### src/source/ringMmio_cfg.svh
/*
 Build-time parameters of the ring MMIO node:
 register window base address, register count
 and device latency in cycles.
 */

`ifndef RING_MMIO_CFG_SVH
`define RING_MMIO_CFG_SVH

// base of the register window on the MMIO bus
`define RM_WINDOW_BASE 32'hF000_C000

// number of 64-bit registers, power of two
`define RM_REG_COUNT 16

// cycles of HOLD before the device answers OK, at least 1
`define RM_WAIT_STATES 3

`endif

### src/source/ringMmioPkg.sv
/*
 Shared types of the ring MMIO node: ring slot layout,
 ring opcodes, MMIO bus opcodes, MMIO status codes
 and the MMIO bus request.
 */

package ringMmioPkg;

	// ring opcodes, low byte of opm
	localparam logic [7:0] RING_OPM_IDLE = 8'h00;
	localparam logic [7:0] RING_OPM_LDSL = 8'h92;	// 32-bit load, sign-extended
	localparam logic [7:0] RING_OPM_LDSQ = 8'h93;	// 64-bit load
	localparam logic [7:0] RING_OPM_STSL = 8'hA2;	// 32-bit store
	localparam logic [7:0] RING_OPM_STSQ = 8'hA3;	// 64-bit store
	localparam logic [7:0] RING_OPM_OKLD = 8'h60;	// response

	// one ring slot, 128 bits
	typedef struct packed {
		logic [15:0] seq;	// requester's sequence tag
		logic [15:0] opm;	// flags in upper byte, operation in lower
		logic [31:0] addr;
		logic [63:0] data;
	} ringSlot;

	// an empty slot is all zero
	localparam ringSlot RING_SLOT_IDLE = '0;

	typedef enum logic [4:0] {
		MMIO_READY = 5'h00,
		MMIO_RD_Q  = 5'h03,
		MMIO_RD_L  = 5'h02,
		MMIO_WR_Q  = 5'h0B,
		MMIO_WR_L  = 5'h0A
	} mmioOp;

	typedef enum logic [1:0] {
		MMIO_OK_READY = 2'b00,
		MMIO_OK_OK    = 2'b01,
		MMIO_OK_HOLD  = 2'b10
	} mmioStatus;

	// request on the MMIO bus, 101 bits
	typedef struct packed {
		mmioOp       op;
		logic [31:0] addr;
		logic [63:0] data;
	} mmioRequest;

endpackage

### src/source/mmioRegisterBlock.sv
/*
 MMIO device: a bank of 64-bit registers in one address
 window, answering each access after a fixed number of
 HOLD cycles.
 */

`timescale 1ns/100ps

`include "ringMmio_cfg.svh"

module mmioRegisterBlock (
	input  logic                    clock,
	input  logic                    reset,
	input  ringMmioPkg::mmioRequest mmioReq,
	output ringMmioPkg::mmioStatus  mmioOk,
	output logic [63:0]             mmioData
);

	localparam int IDX_W  = $clog2(`RM_REG_COUNT);
	localparam int WAIT_W = $clog2(`RM_WAIT_STATES + 1);

	logic [63:0]       regs [`RM_REG_COUNT];
	logic [31:0]       offset;
	logic [IDX_W-1:0]  regIndex;
	logic              inWindow;
	logic [WAIT_W-1:0] waitCount;
	logic              doAccess;	// last HOLD cycle
	logic [63:0]       readData;

	assign offset   = mmioReq.addr - `RM_WINDOW_BASE;
	assign inWindow = (offset < 32'(`RM_REG_COUNT * 8));	// wraps below base too
	assign regIndex = offset[IDX_W+2:3];
	assign doAccess = (mmioOk == ringMmioPkg::MMIO_OK_HOLD) && (waitCount == '0);

	always_comb
	begin
		readData = '0;
		if (inWindow && mmioReq.op == ringMmioPkg::MMIO_RD_Q)
			readData = regs[regIndex];
		else if (inWindow && mmioReq.op == ringMmioPkg::MMIO_RD_L)
			readData = {{32{regs[regIndex][31]}}, regs[regIndex][31:0]};
	end

	// READY -> HOLD -> OK, back to READY once the op drops
	always_ff @(posedge clock)
	begin
		if (reset)
		begin
			mmioOk    <= ringMmioPkg::MMIO_OK_READY;
			waitCount <= '0;
		end
		else if (mmioOk == ringMmioPkg::MMIO_OK_READY)
		begin
			if (mmioReq.op != ringMmioPkg::MMIO_READY)
			begin
				mmioOk    <= ringMmioPkg::MMIO_OK_HOLD;
				waitCount <= WAIT_W'(`RM_WAIT_STATES - 1);
			end
		end
		else if (mmioOk == ringMmioPkg::MMIO_OK_HOLD)
		begin
			if (doAccess)
				mmioOk <= ringMmioPkg::MMIO_OK_OK;
			else
				waitCount <= waitCount - 1'b1;
		end
		else if (mmioReq.op == ringMmioPkg::MMIO_READY)
			mmioOk <= ringMmioPkg::MMIO_OK_READY;
	end

	always_ff @(posedge clock)
	begin
		if (reset)
		begin
			for (int i = 0; i < `RM_REG_COUNT; i++)
				regs[i] <= '0;
		end
		else if (doAccess && inWindow)
		begin
			if (mmioReq.op == ringMmioPkg::MMIO_WR_Q)
				regs[regIndex] <= mmioReq.data;
			else if (mmioReq.op == ringMmioPkg::MMIO_WR_L)
				regs[regIndex][31:0] <= mmioReq.data[31:0];	// upper half kept
		end
	end

	always_ff @(posedge clock)
	begin
		if (doAccess)
			mmioData <= readData;	// zero for writes and misses
	end

endmodule

### src/source/mmioRequestEngine.sv
/*
 MMIO request engine. Captures one ring request, issues it
 on the MMIO bus through two register stages, captures the
 device result and offers the response slot to the merge.
 */

`timescale 1ns/100ps

module mmioRequestEngine (
	input  logic                    clock,
	input  logic                    reset,
	input  ringMmioPkg::ringSlot    ringIn,
	input  logic                    isMmio,
	input  ringMmioPkg::mmioOp      mmioOp,
	output logic                    takeRequest,
	output logic                    respPending,
	output ringMmioPkg::ringSlot    respSlot,
	input  logic                    respSent,
	output ringMmioPkg::mmioRequest mmioReq,
	input  ringMmioPkg::mmioStatus  mmioOk,
	input  logic [63:0]             mmioData
);

	ringMmioPkg::ringSlot    reqSlot;	// live request as taken off the ring
	ringMmioPkg::mmioOp      reqOp;
	logic                    reqLive;
	ringMmioPkg::mmioRequest issueReq;	// first issue stage
	ringMmioPkg::mmioStatus  okReg;
	logic [63:0]             dataReg;
	logic                    respDone;	// result captured
	logic                    respSentSeen;	// response already on the ring
	logic [63:0]             respData;

	assign takeRequest = isMmio && !reqLive;
	assign respPending = respDone && !respSentSeen;

	assign respSlot = '{
		seq:  reqSlot.seq,
		opm:  {reqSlot.opm[15:8], ringMmioPkg::RING_OPM_OKLD},
		addr: reqSlot.addr,
		data: respData
	};

	always_ff @(posedge clock)
	begin
		if (takeRequest)
		begin
			reqSlot <= ringIn;
			reqOp   <= mmioOp;
		end
		if (okReg == ringMmioPkg::MMIO_OK_OK && !respDone)
			respData <= dataReg;
		dataReg <= mmioData;
	end

	always_ff @(posedge clock)
	begin
		if (reset)
			okReg <= ringMmioPkg::MMIO_OK_READY;
		else
			okReg <= mmioOk;
	end

	// request lifetime
	always_ff @(posedge clock)
	begin
		if (reset)
		begin
			reqLive      <= 1'b0;
			respDone     <= 1'b0;
			respSentSeen <= 1'b0;
		end
		else if (respDone && respSentSeen && okReg == ringMmioPkg::MMIO_OK_READY)
		begin
			reqLive      <= 1'b0;	// free for the next request
			respDone     <= 1'b0;
			respSentSeen <= 1'b0;
		end
		else
		begin
			if (takeRequest)
				reqLive <= 1'b1;
			if (okReg == ringMmioPkg::MMIO_OK_OK && reqLive)
				respDone <= 1'b1;
			if (respSent)
				respSentSeen <= 1'b1;
		end
	end

	// two-stage issue onto the MMIO bus
	always_ff @(posedge clock)
	begin
		if (reset)
		begin
			issueReq.op <= ringMmioPkg::MMIO_READY;
			mmioReq.op  <= ringMmioPkg::MMIO_READY;
		end
		else
		begin
			if (okReg == ringMmioPkg::MMIO_OK_OK || respDone)
				issueReq.op <= ringMmioPkg::MMIO_READY;	// device answered
			else if (okReg == ringMmioPkg::MMIO_OK_READY && reqLive)
				issueReq <= '{op: reqOp, addr: reqSlot.addr, data: reqSlot.data};
			mmioReq <= issueReq;
		end
	end

endmodule

### src/source/ringMmioNode.sv
/*
 Ring MMIO node top level: slot decode, request engine,
 output slot merge and the register block device.
 */

`timescale 1ns/100ps

module ringMmioNode (
	input  logic                 clock,
	input  logic                 reset,
	input  ringMmioPkg::ringSlot ringIn,
	output ringMmioPkg::ringSlot ringOut
);

	logic                    isMmio;
	logic                    isIdle;
	ringMmioPkg::mmioOp      mmioOp;
	logic                    takeRequest;
	logic                    respPending;
	ringMmioPkg::ringSlot    respSlot;
	logic                    respSent;
	ringMmioPkg::mmioRequest mmioReq;
	ringMmioPkg::mmioStatus  mmioOk;
	logic [63:0]             mmioData;

	ringOpDecode i_ringOpDecode (
		.ringIn (ringIn),
		.isMmio (isMmio),
		.isIdle (isIdle),
		.mmioOp (mmioOp)
	);

	mmioRequestEngine i_mmioRequestEngine (
		.clock       (clock),
		.reset       (reset),
		.ringIn      (ringIn),
		.isMmio      (isMmio),
		.mmioOp      (mmioOp),
		.takeRequest (takeRequest),
		.respPending (respPending),
		.respSlot    (respSlot),
		.respSent    (respSent),
		.mmioReq     (mmioReq),
		.mmioOk      (mmioOk),
		.mmioData    (mmioData)
	);

	ringSlotMerge i_ringSlotMerge (
		.clock       (clock),
		.reset       (reset),
		.ringIn      (ringIn),
		.isIdle      (isIdle),
		.takeRequest (takeRequest),
		.respPending (respPending),
		.respSlot    (respSlot),
		.ringOut     (ringOut),
		.respSent    (respSent)
	);

	mmioRegisterBlock i_mmioRegisterBlock (
		.clock    (clock),
		.reset    (reset),
		.mmioReq  (mmioReq),
		.mmioOk   (mmioOk),
		.mmioData (mmioData)
	);

endmodule

### src/source/ringOpDecode.sv
/*
 Ring slot classifier. Flags idle slots and MMIO requests
 and maps the ring operation to its MMIO bus operation.
 */

`timescale 1ns/100ps

module ringOpDecode (
	input  ringMmioPkg::ringSlot ringIn,
	output logic                 isMmio,
	output logic                 isIdle,
	output ringMmioPkg::mmioOp   mmioOp
);

	logic [7:0] opCode;

	assign opCode = ringIn.opm[7:0];	// flags byte ignored here

	assign isIdle = (opCode == ringMmioPkg::RING_OPM_IDLE);

	// foreign traffic leaves both flags low
	always_comb
	begin
		isMmio = 1'b1;
		mmioOp = ringMmioPkg::MMIO_READY;
		case (opCode)
			ringMmioPkg::RING_OPM_LDSQ:
			begin
				mmioOp = ringMmioPkg::MMIO_RD_Q;
			end
			ringMmioPkg::RING_OPM_LDSL:
			begin
				mmioOp = ringMmioPkg::MMIO_RD_L;	// sign-extended by device
			end
			ringMmioPkg::RING_OPM_STSQ:
			begin
				mmioOp = ringMmioPkg::MMIO_WR_Q;
			end
			ringMmioPkg::RING_OPM_STSL:
			begin
				mmioOp = ringMmioPkg::MMIO_WR_L;
			end
			default:
			begin
				isMmio = 1'b0;
			end
		endcase
	end

endmodule

### src/source/ringSlotMerge.sv
/*
 Output slot register of the node. Passes ring traffic
 through, replaces a consumed request with an idle slot
 and drops the pending response into an idle slot.
 */

`timescale 1ns/100ps

module ringSlotMerge (
	input  logic                 clock,
	input  logic                 reset,
	input  ringMmioPkg::ringSlot ringIn,
	input  logic                 isIdle,
	input  logic                 takeRequest,
	input  logic                 respPending,
	input  ringMmioPkg::ringSlot respSlot,
	output ringMmioPkg::ringSlot ringOut,
	output logic                 respSent
);

	ringMmioPkg::ringSlot nextSlot;

	// response only rides on an empty slot
	assign respSent = isIdle && respPending;

	/*
	 A consumed request and an idle slot never arrive in the
	 same cycle, so the order of the first two cases only
	 matters for readability.
	 */
	always_comb
	begin
		if (takeRequest)
			nextSlot = ringMmioPkg::RING_SLOT_IDLE;	// request leaves the ring
		else if (respSent)
			nextSlot = respSlot;
		else
			nextSlot = ringIn;	// pass through unchanged
	end

	always_ff @(posedge clock)
	begin
		if (reset)
			ringOut <= ringMmioPkg::RING_SLOT_IDLE;
		else
			ringOut <= nextSlot;
	end

endmodule
### config.mk
export PLATFORM = sky130hd
export DESIGN_NAME = ringMmioNode
export DESIGN_NICKNAME = d
export VERILOG_FILES = /design/src/source/ringMmioPkg.sv /design/src/source/mmioRegisterBlock.sv /design/src/source/mmioRequestEngine.sv /design/src/source/ringMmioNode.sv /design/src/source/ringOpDecode.sv /design/src/source/ringSlotMerge.sv
export VERILOG_INCLUDE_DIRS = /design/src /design/src/source
export SDC_FILE = /design/constraint.sdc
export NUM_CORES = 2
export LEC_CHECK = 0
export BUFFER_PORTS_ARGS = -buffer_cell sky130_fd_sc_hd__buf_2
export CORE_MARGIN = 3
export CORE_UTILIZATION = 41
export CTS_CLUSTER_DIAMETER = 150
export DETAILED_ROUTE_END_ITERATION = 6
export SKIP_CTS_REPAIR_TIMING = 1
export SYNTH_ARGS = -nofsm -noshare
export SYNTH_HDL_FRONTEND = slang
export SYNTH_SLANG_ARGS = --single-unit
### constraint.sdc
create_clock -name clock -period 19.3 [get_ports clock]
set_input_delay 1.93 -clock clock [delete_from_list [all_inputs] [get_ports clock]]
set_output_delay 1.93 -clock clock [all_outputs]
set_load 0.02 [all_outputs]
==> impl_metrics.csv <==
group,metric,value,unit
clock_network,path_clk_slew,0.06,ns
synth,syn_inst,4161,
synth,ys.flop_type,"edfxtp_1",
sta,finalClockSkew,0.04235,ns
pwr,p_leak,24.80,nW
drt,vias,36000,
clock_network,clk_path_buf_depth,3,
die,die_h,400.3,um
grt,grt_pass1_vias,36750,
final_layout,multi_input_area,0.01497,mm^2
die,fp.dieW,400.3,um
die,placement_rows,144,
synth,ys_async_sr_fraction,0,
clock_network,cts-root-buf,"clkbuf_16",
drt,finalWirelength,162500,um
die,initial_core_util,0.4133,
grt,grt_max_degree,117,
synth,synth-seq-cells,1668,
final_layout,fin_nets,4532,
drt,wl_per_cell,24.62,um
grt,grt_first_pass_wirelength,241100,um
sta,setup_tns,0,ns
clock_network,cts_made_buffers,173,
sta,slew_headroom,0.2023,
grt,grt_overflow,0,
sta,timing.final.hold_violations,0,
final_layout,final_cell_area,0.07336,mm^2
clock_network,clk_latency,0.81,ns
sta,tightest_slew,1.197,ns
place,dp_hpwl,88670,um
die,ios,258,
grt,grtUsageTotal,0.2017,
final_layout,fillers,13360,
drt,drt-initial-drc-count,3562,
run,cap_viol_max_count,0,
critical_path,startpoint_type,"input pin",
final_layout,final_cell_mix,"edfxtp_1 (1,461), nor2_1 (1,042), nand2_1 (504)",
synth,synth-edff-count,1461,
synth,synth_area,0.06374,mm^2
critical_path,crit_required,19.75,ns
run_status,status,"finished clean",
pwr,irDropWorstVdd,0.09880,mV
place,gp_congestion,0.7300,
place,portBuffers,257,
synth,syn_nets,4292,
final_layout,drive_gt1_frac,0.2076,
critical_path,cp_data_arrival_time,5.67,ns
final_layout,final_common_cell,"edfxtp_1",
clock_network,cts_htree_levels,4,
clock_network,cts.sinks,1668,
hold_path,hold_class,"reg -> reg",
drt,vias_per_cell,5.453,
synth,yosysSeqAreaShare,0.7533,
final_layout,regArea,0.04802,mm^2
drt,drc,0,
sta,max_freq,191.6,MHz
sta,rsz0062_at_grt,"no",
sta,post-route-period-util,0.2704,
die,die_area,0.1602,mm^2
synth,yosysWarnings,0,
place,place_area,0.06759,mm^2
clock_network,cts_tree,"built",
sta,maxSlewViolCount,0,
critical_path,endpoint_kind,"flip-flop",
drt,ant_nets,0,
synth,synth.distinct_cells,41,
synth,syn_avg_cell_area,15.32,um^2
sta,setup_viol,0,
critical_path,criticalPathCategory,"in -> reg",
pwr,powerDensity,104.3,mW/mm^2
final_layout,syn2layout_area_growth,15.08,%
grt,grt_antenna_before_repair,14,
critical_path,cp_max_fo,64,
die,core-area,0.1542,mm^2
sta,layout_min_cycle_time,5.219,ns
drt,firstDrtPassIters,5,
[worst max-delay path: stages]
cell     delay (ns)
buf_2          0.22
nor4b_2        0.34
buf_4          0.28
nand4_1        0.57
buf_4          0.63
buf_4          0.52
o21ai_4        0.66
buf_4          0.44
[area by class of cell]
| cell class | instances | share of cell area |
|---|---|---|
| timing repair buffer | 346 | 0.02715 |
| clock inverter | 83 | 0.01237 |
| antenna | 5 | 0.0001706 |
| inverter | 12 | 0.0007164 |
| multi-input combinational | 2200 | 0.2041 |
| tap | 2044 | 0.03486 |
| sequential | 1668 | 0.6545 |
| clock buffer | 244 | 0.06606 |
[routing by layer]
metal | wire, um | share of wire | GRT usage
met4 | 4423 | 0.027 | 0.06105
met3 | 13600 | 0.084 | 0.04469
met1 | 66420 | 0.41 | 0.2748
met5 | 96 | 0.00059 | 0
met2 | 77990 | 0.48 | 0.3259
[synth_stat cells (all sizes together), types with 14 or more instances]
cell    count  area, um^2
nand4      14       100.1
clkbuf    164       615.6
mux4      287        6464
a22oi      65       488.0
nand2     504        1892
a21oi     123       615.6
nor2b      43       269.0
a31oi      35       219.0
edfxtp   1461       43870
nor2     1047        3930
dfxtp     207        4144
buf       117       563.0
o21ai      35       175.2
[through the flow]
| stage | worst slack [ns] | std cells | hold WS, ns | utilization | power [W] |
|---|---|---|---|---|---|
| 3_5_place_dp | 13.22 | 6270 | 0.3269 | 0.4383 | 0.004409 |
| 5_1_grt | 13.90 | 6598 | 0.3437 | 0.4756 | 0.007888 |
| 4_1_cts | 14.07 | 6597 | 0.3373 | 0.4756 | 0.007725 |
| 3_3_place_gp | 13.24 | 6270 | 0.3240 | 0.4383 | 0.004402 |
| 6_report | 14.08 | 6602 | 0.3393 | 0.4756 | 0.007653 |
| 2_1_floorplan | 10.88 | 4161 | 0.3233 | - | 0.004277 |
[sequential cells by signal (all words and copies together), names as in the netlist, 2 cells and up]
| register | cells |
|---|---|
| i_mmioRegisterBlock.regs | 1024 |
| i_ringSlotMerge.ringOut | 128 |
| i_mmioRequestEngine.issueReq | 96 |
| i_mmioRequestEngine.mmioReq | 96 |
| i_mmioRegisterBlock.mmioData | 64 |
| i_mmioRequestEngine.dataReg | 64 |
| i_mmioRequestEngine.reqSlot | 64 |
| i_mmioRequestEngine.respData | 64 |
| i_mmioRequestEngine.respSlot | 56 |
| i_mmioRequestEngine.reqOp | 3 |
| i_mmioRegisterBlock.mmioOk | 2 |
| i_mmioRegisterBlock.waitCount | 2 |
| i_mmioRequestEngine.okReg | 2 |
[cell families after synthesis]
kind of cell | count (synthesis) | share of synthesized area
xor gates and xnor gates | 1 | 0.0001374
DFF | 1668 | 0.7533
muxes | 290 | 0.1019
AOI/OAI and AO/OA | 264 | 0.02426
adders and majority gates | 1 | 0.0001963
buffers and inverters | 293 | 0.01920
and+or+nand+nor | 1644 | 0.1011
[final timing paths]
path	from	end	slack, ns	cells after the start
setup / recovery	reset	i_mmioRegisterBlock.regs[15][3]$_SDFFCE_PN0P_	14.08	8
hold / removal	i_mmioRegisterBlock.mmioData[53]$_DFFE_PP_	i_mmioRequestEngine.dataReg[53]$_DFF_P_	0.34	0
setup reg to reg	i_mmioRequestEngine.mmioReq[75]$_DFFE_PN_	i_mmioRegisterBlock.regs[15][3]$_SDFFCE_PN0P_	14.50	8
hold reg to reg	i_mmioRegisterBlock.mmioData[53]$_DFFE_PP_	i_mmioRequestEngine.dataReg[53]$_DFF_P_	0.34	0
[report_power, final]
part           internal (W)  leakage, nW  switching (W)
Clock               0.00189         2.79        0.00143
Combinational     0.0000988         5.59       0.000191
Sequential          0.00401         16.4      0.0000327
(Power assumes the default switching activity.)
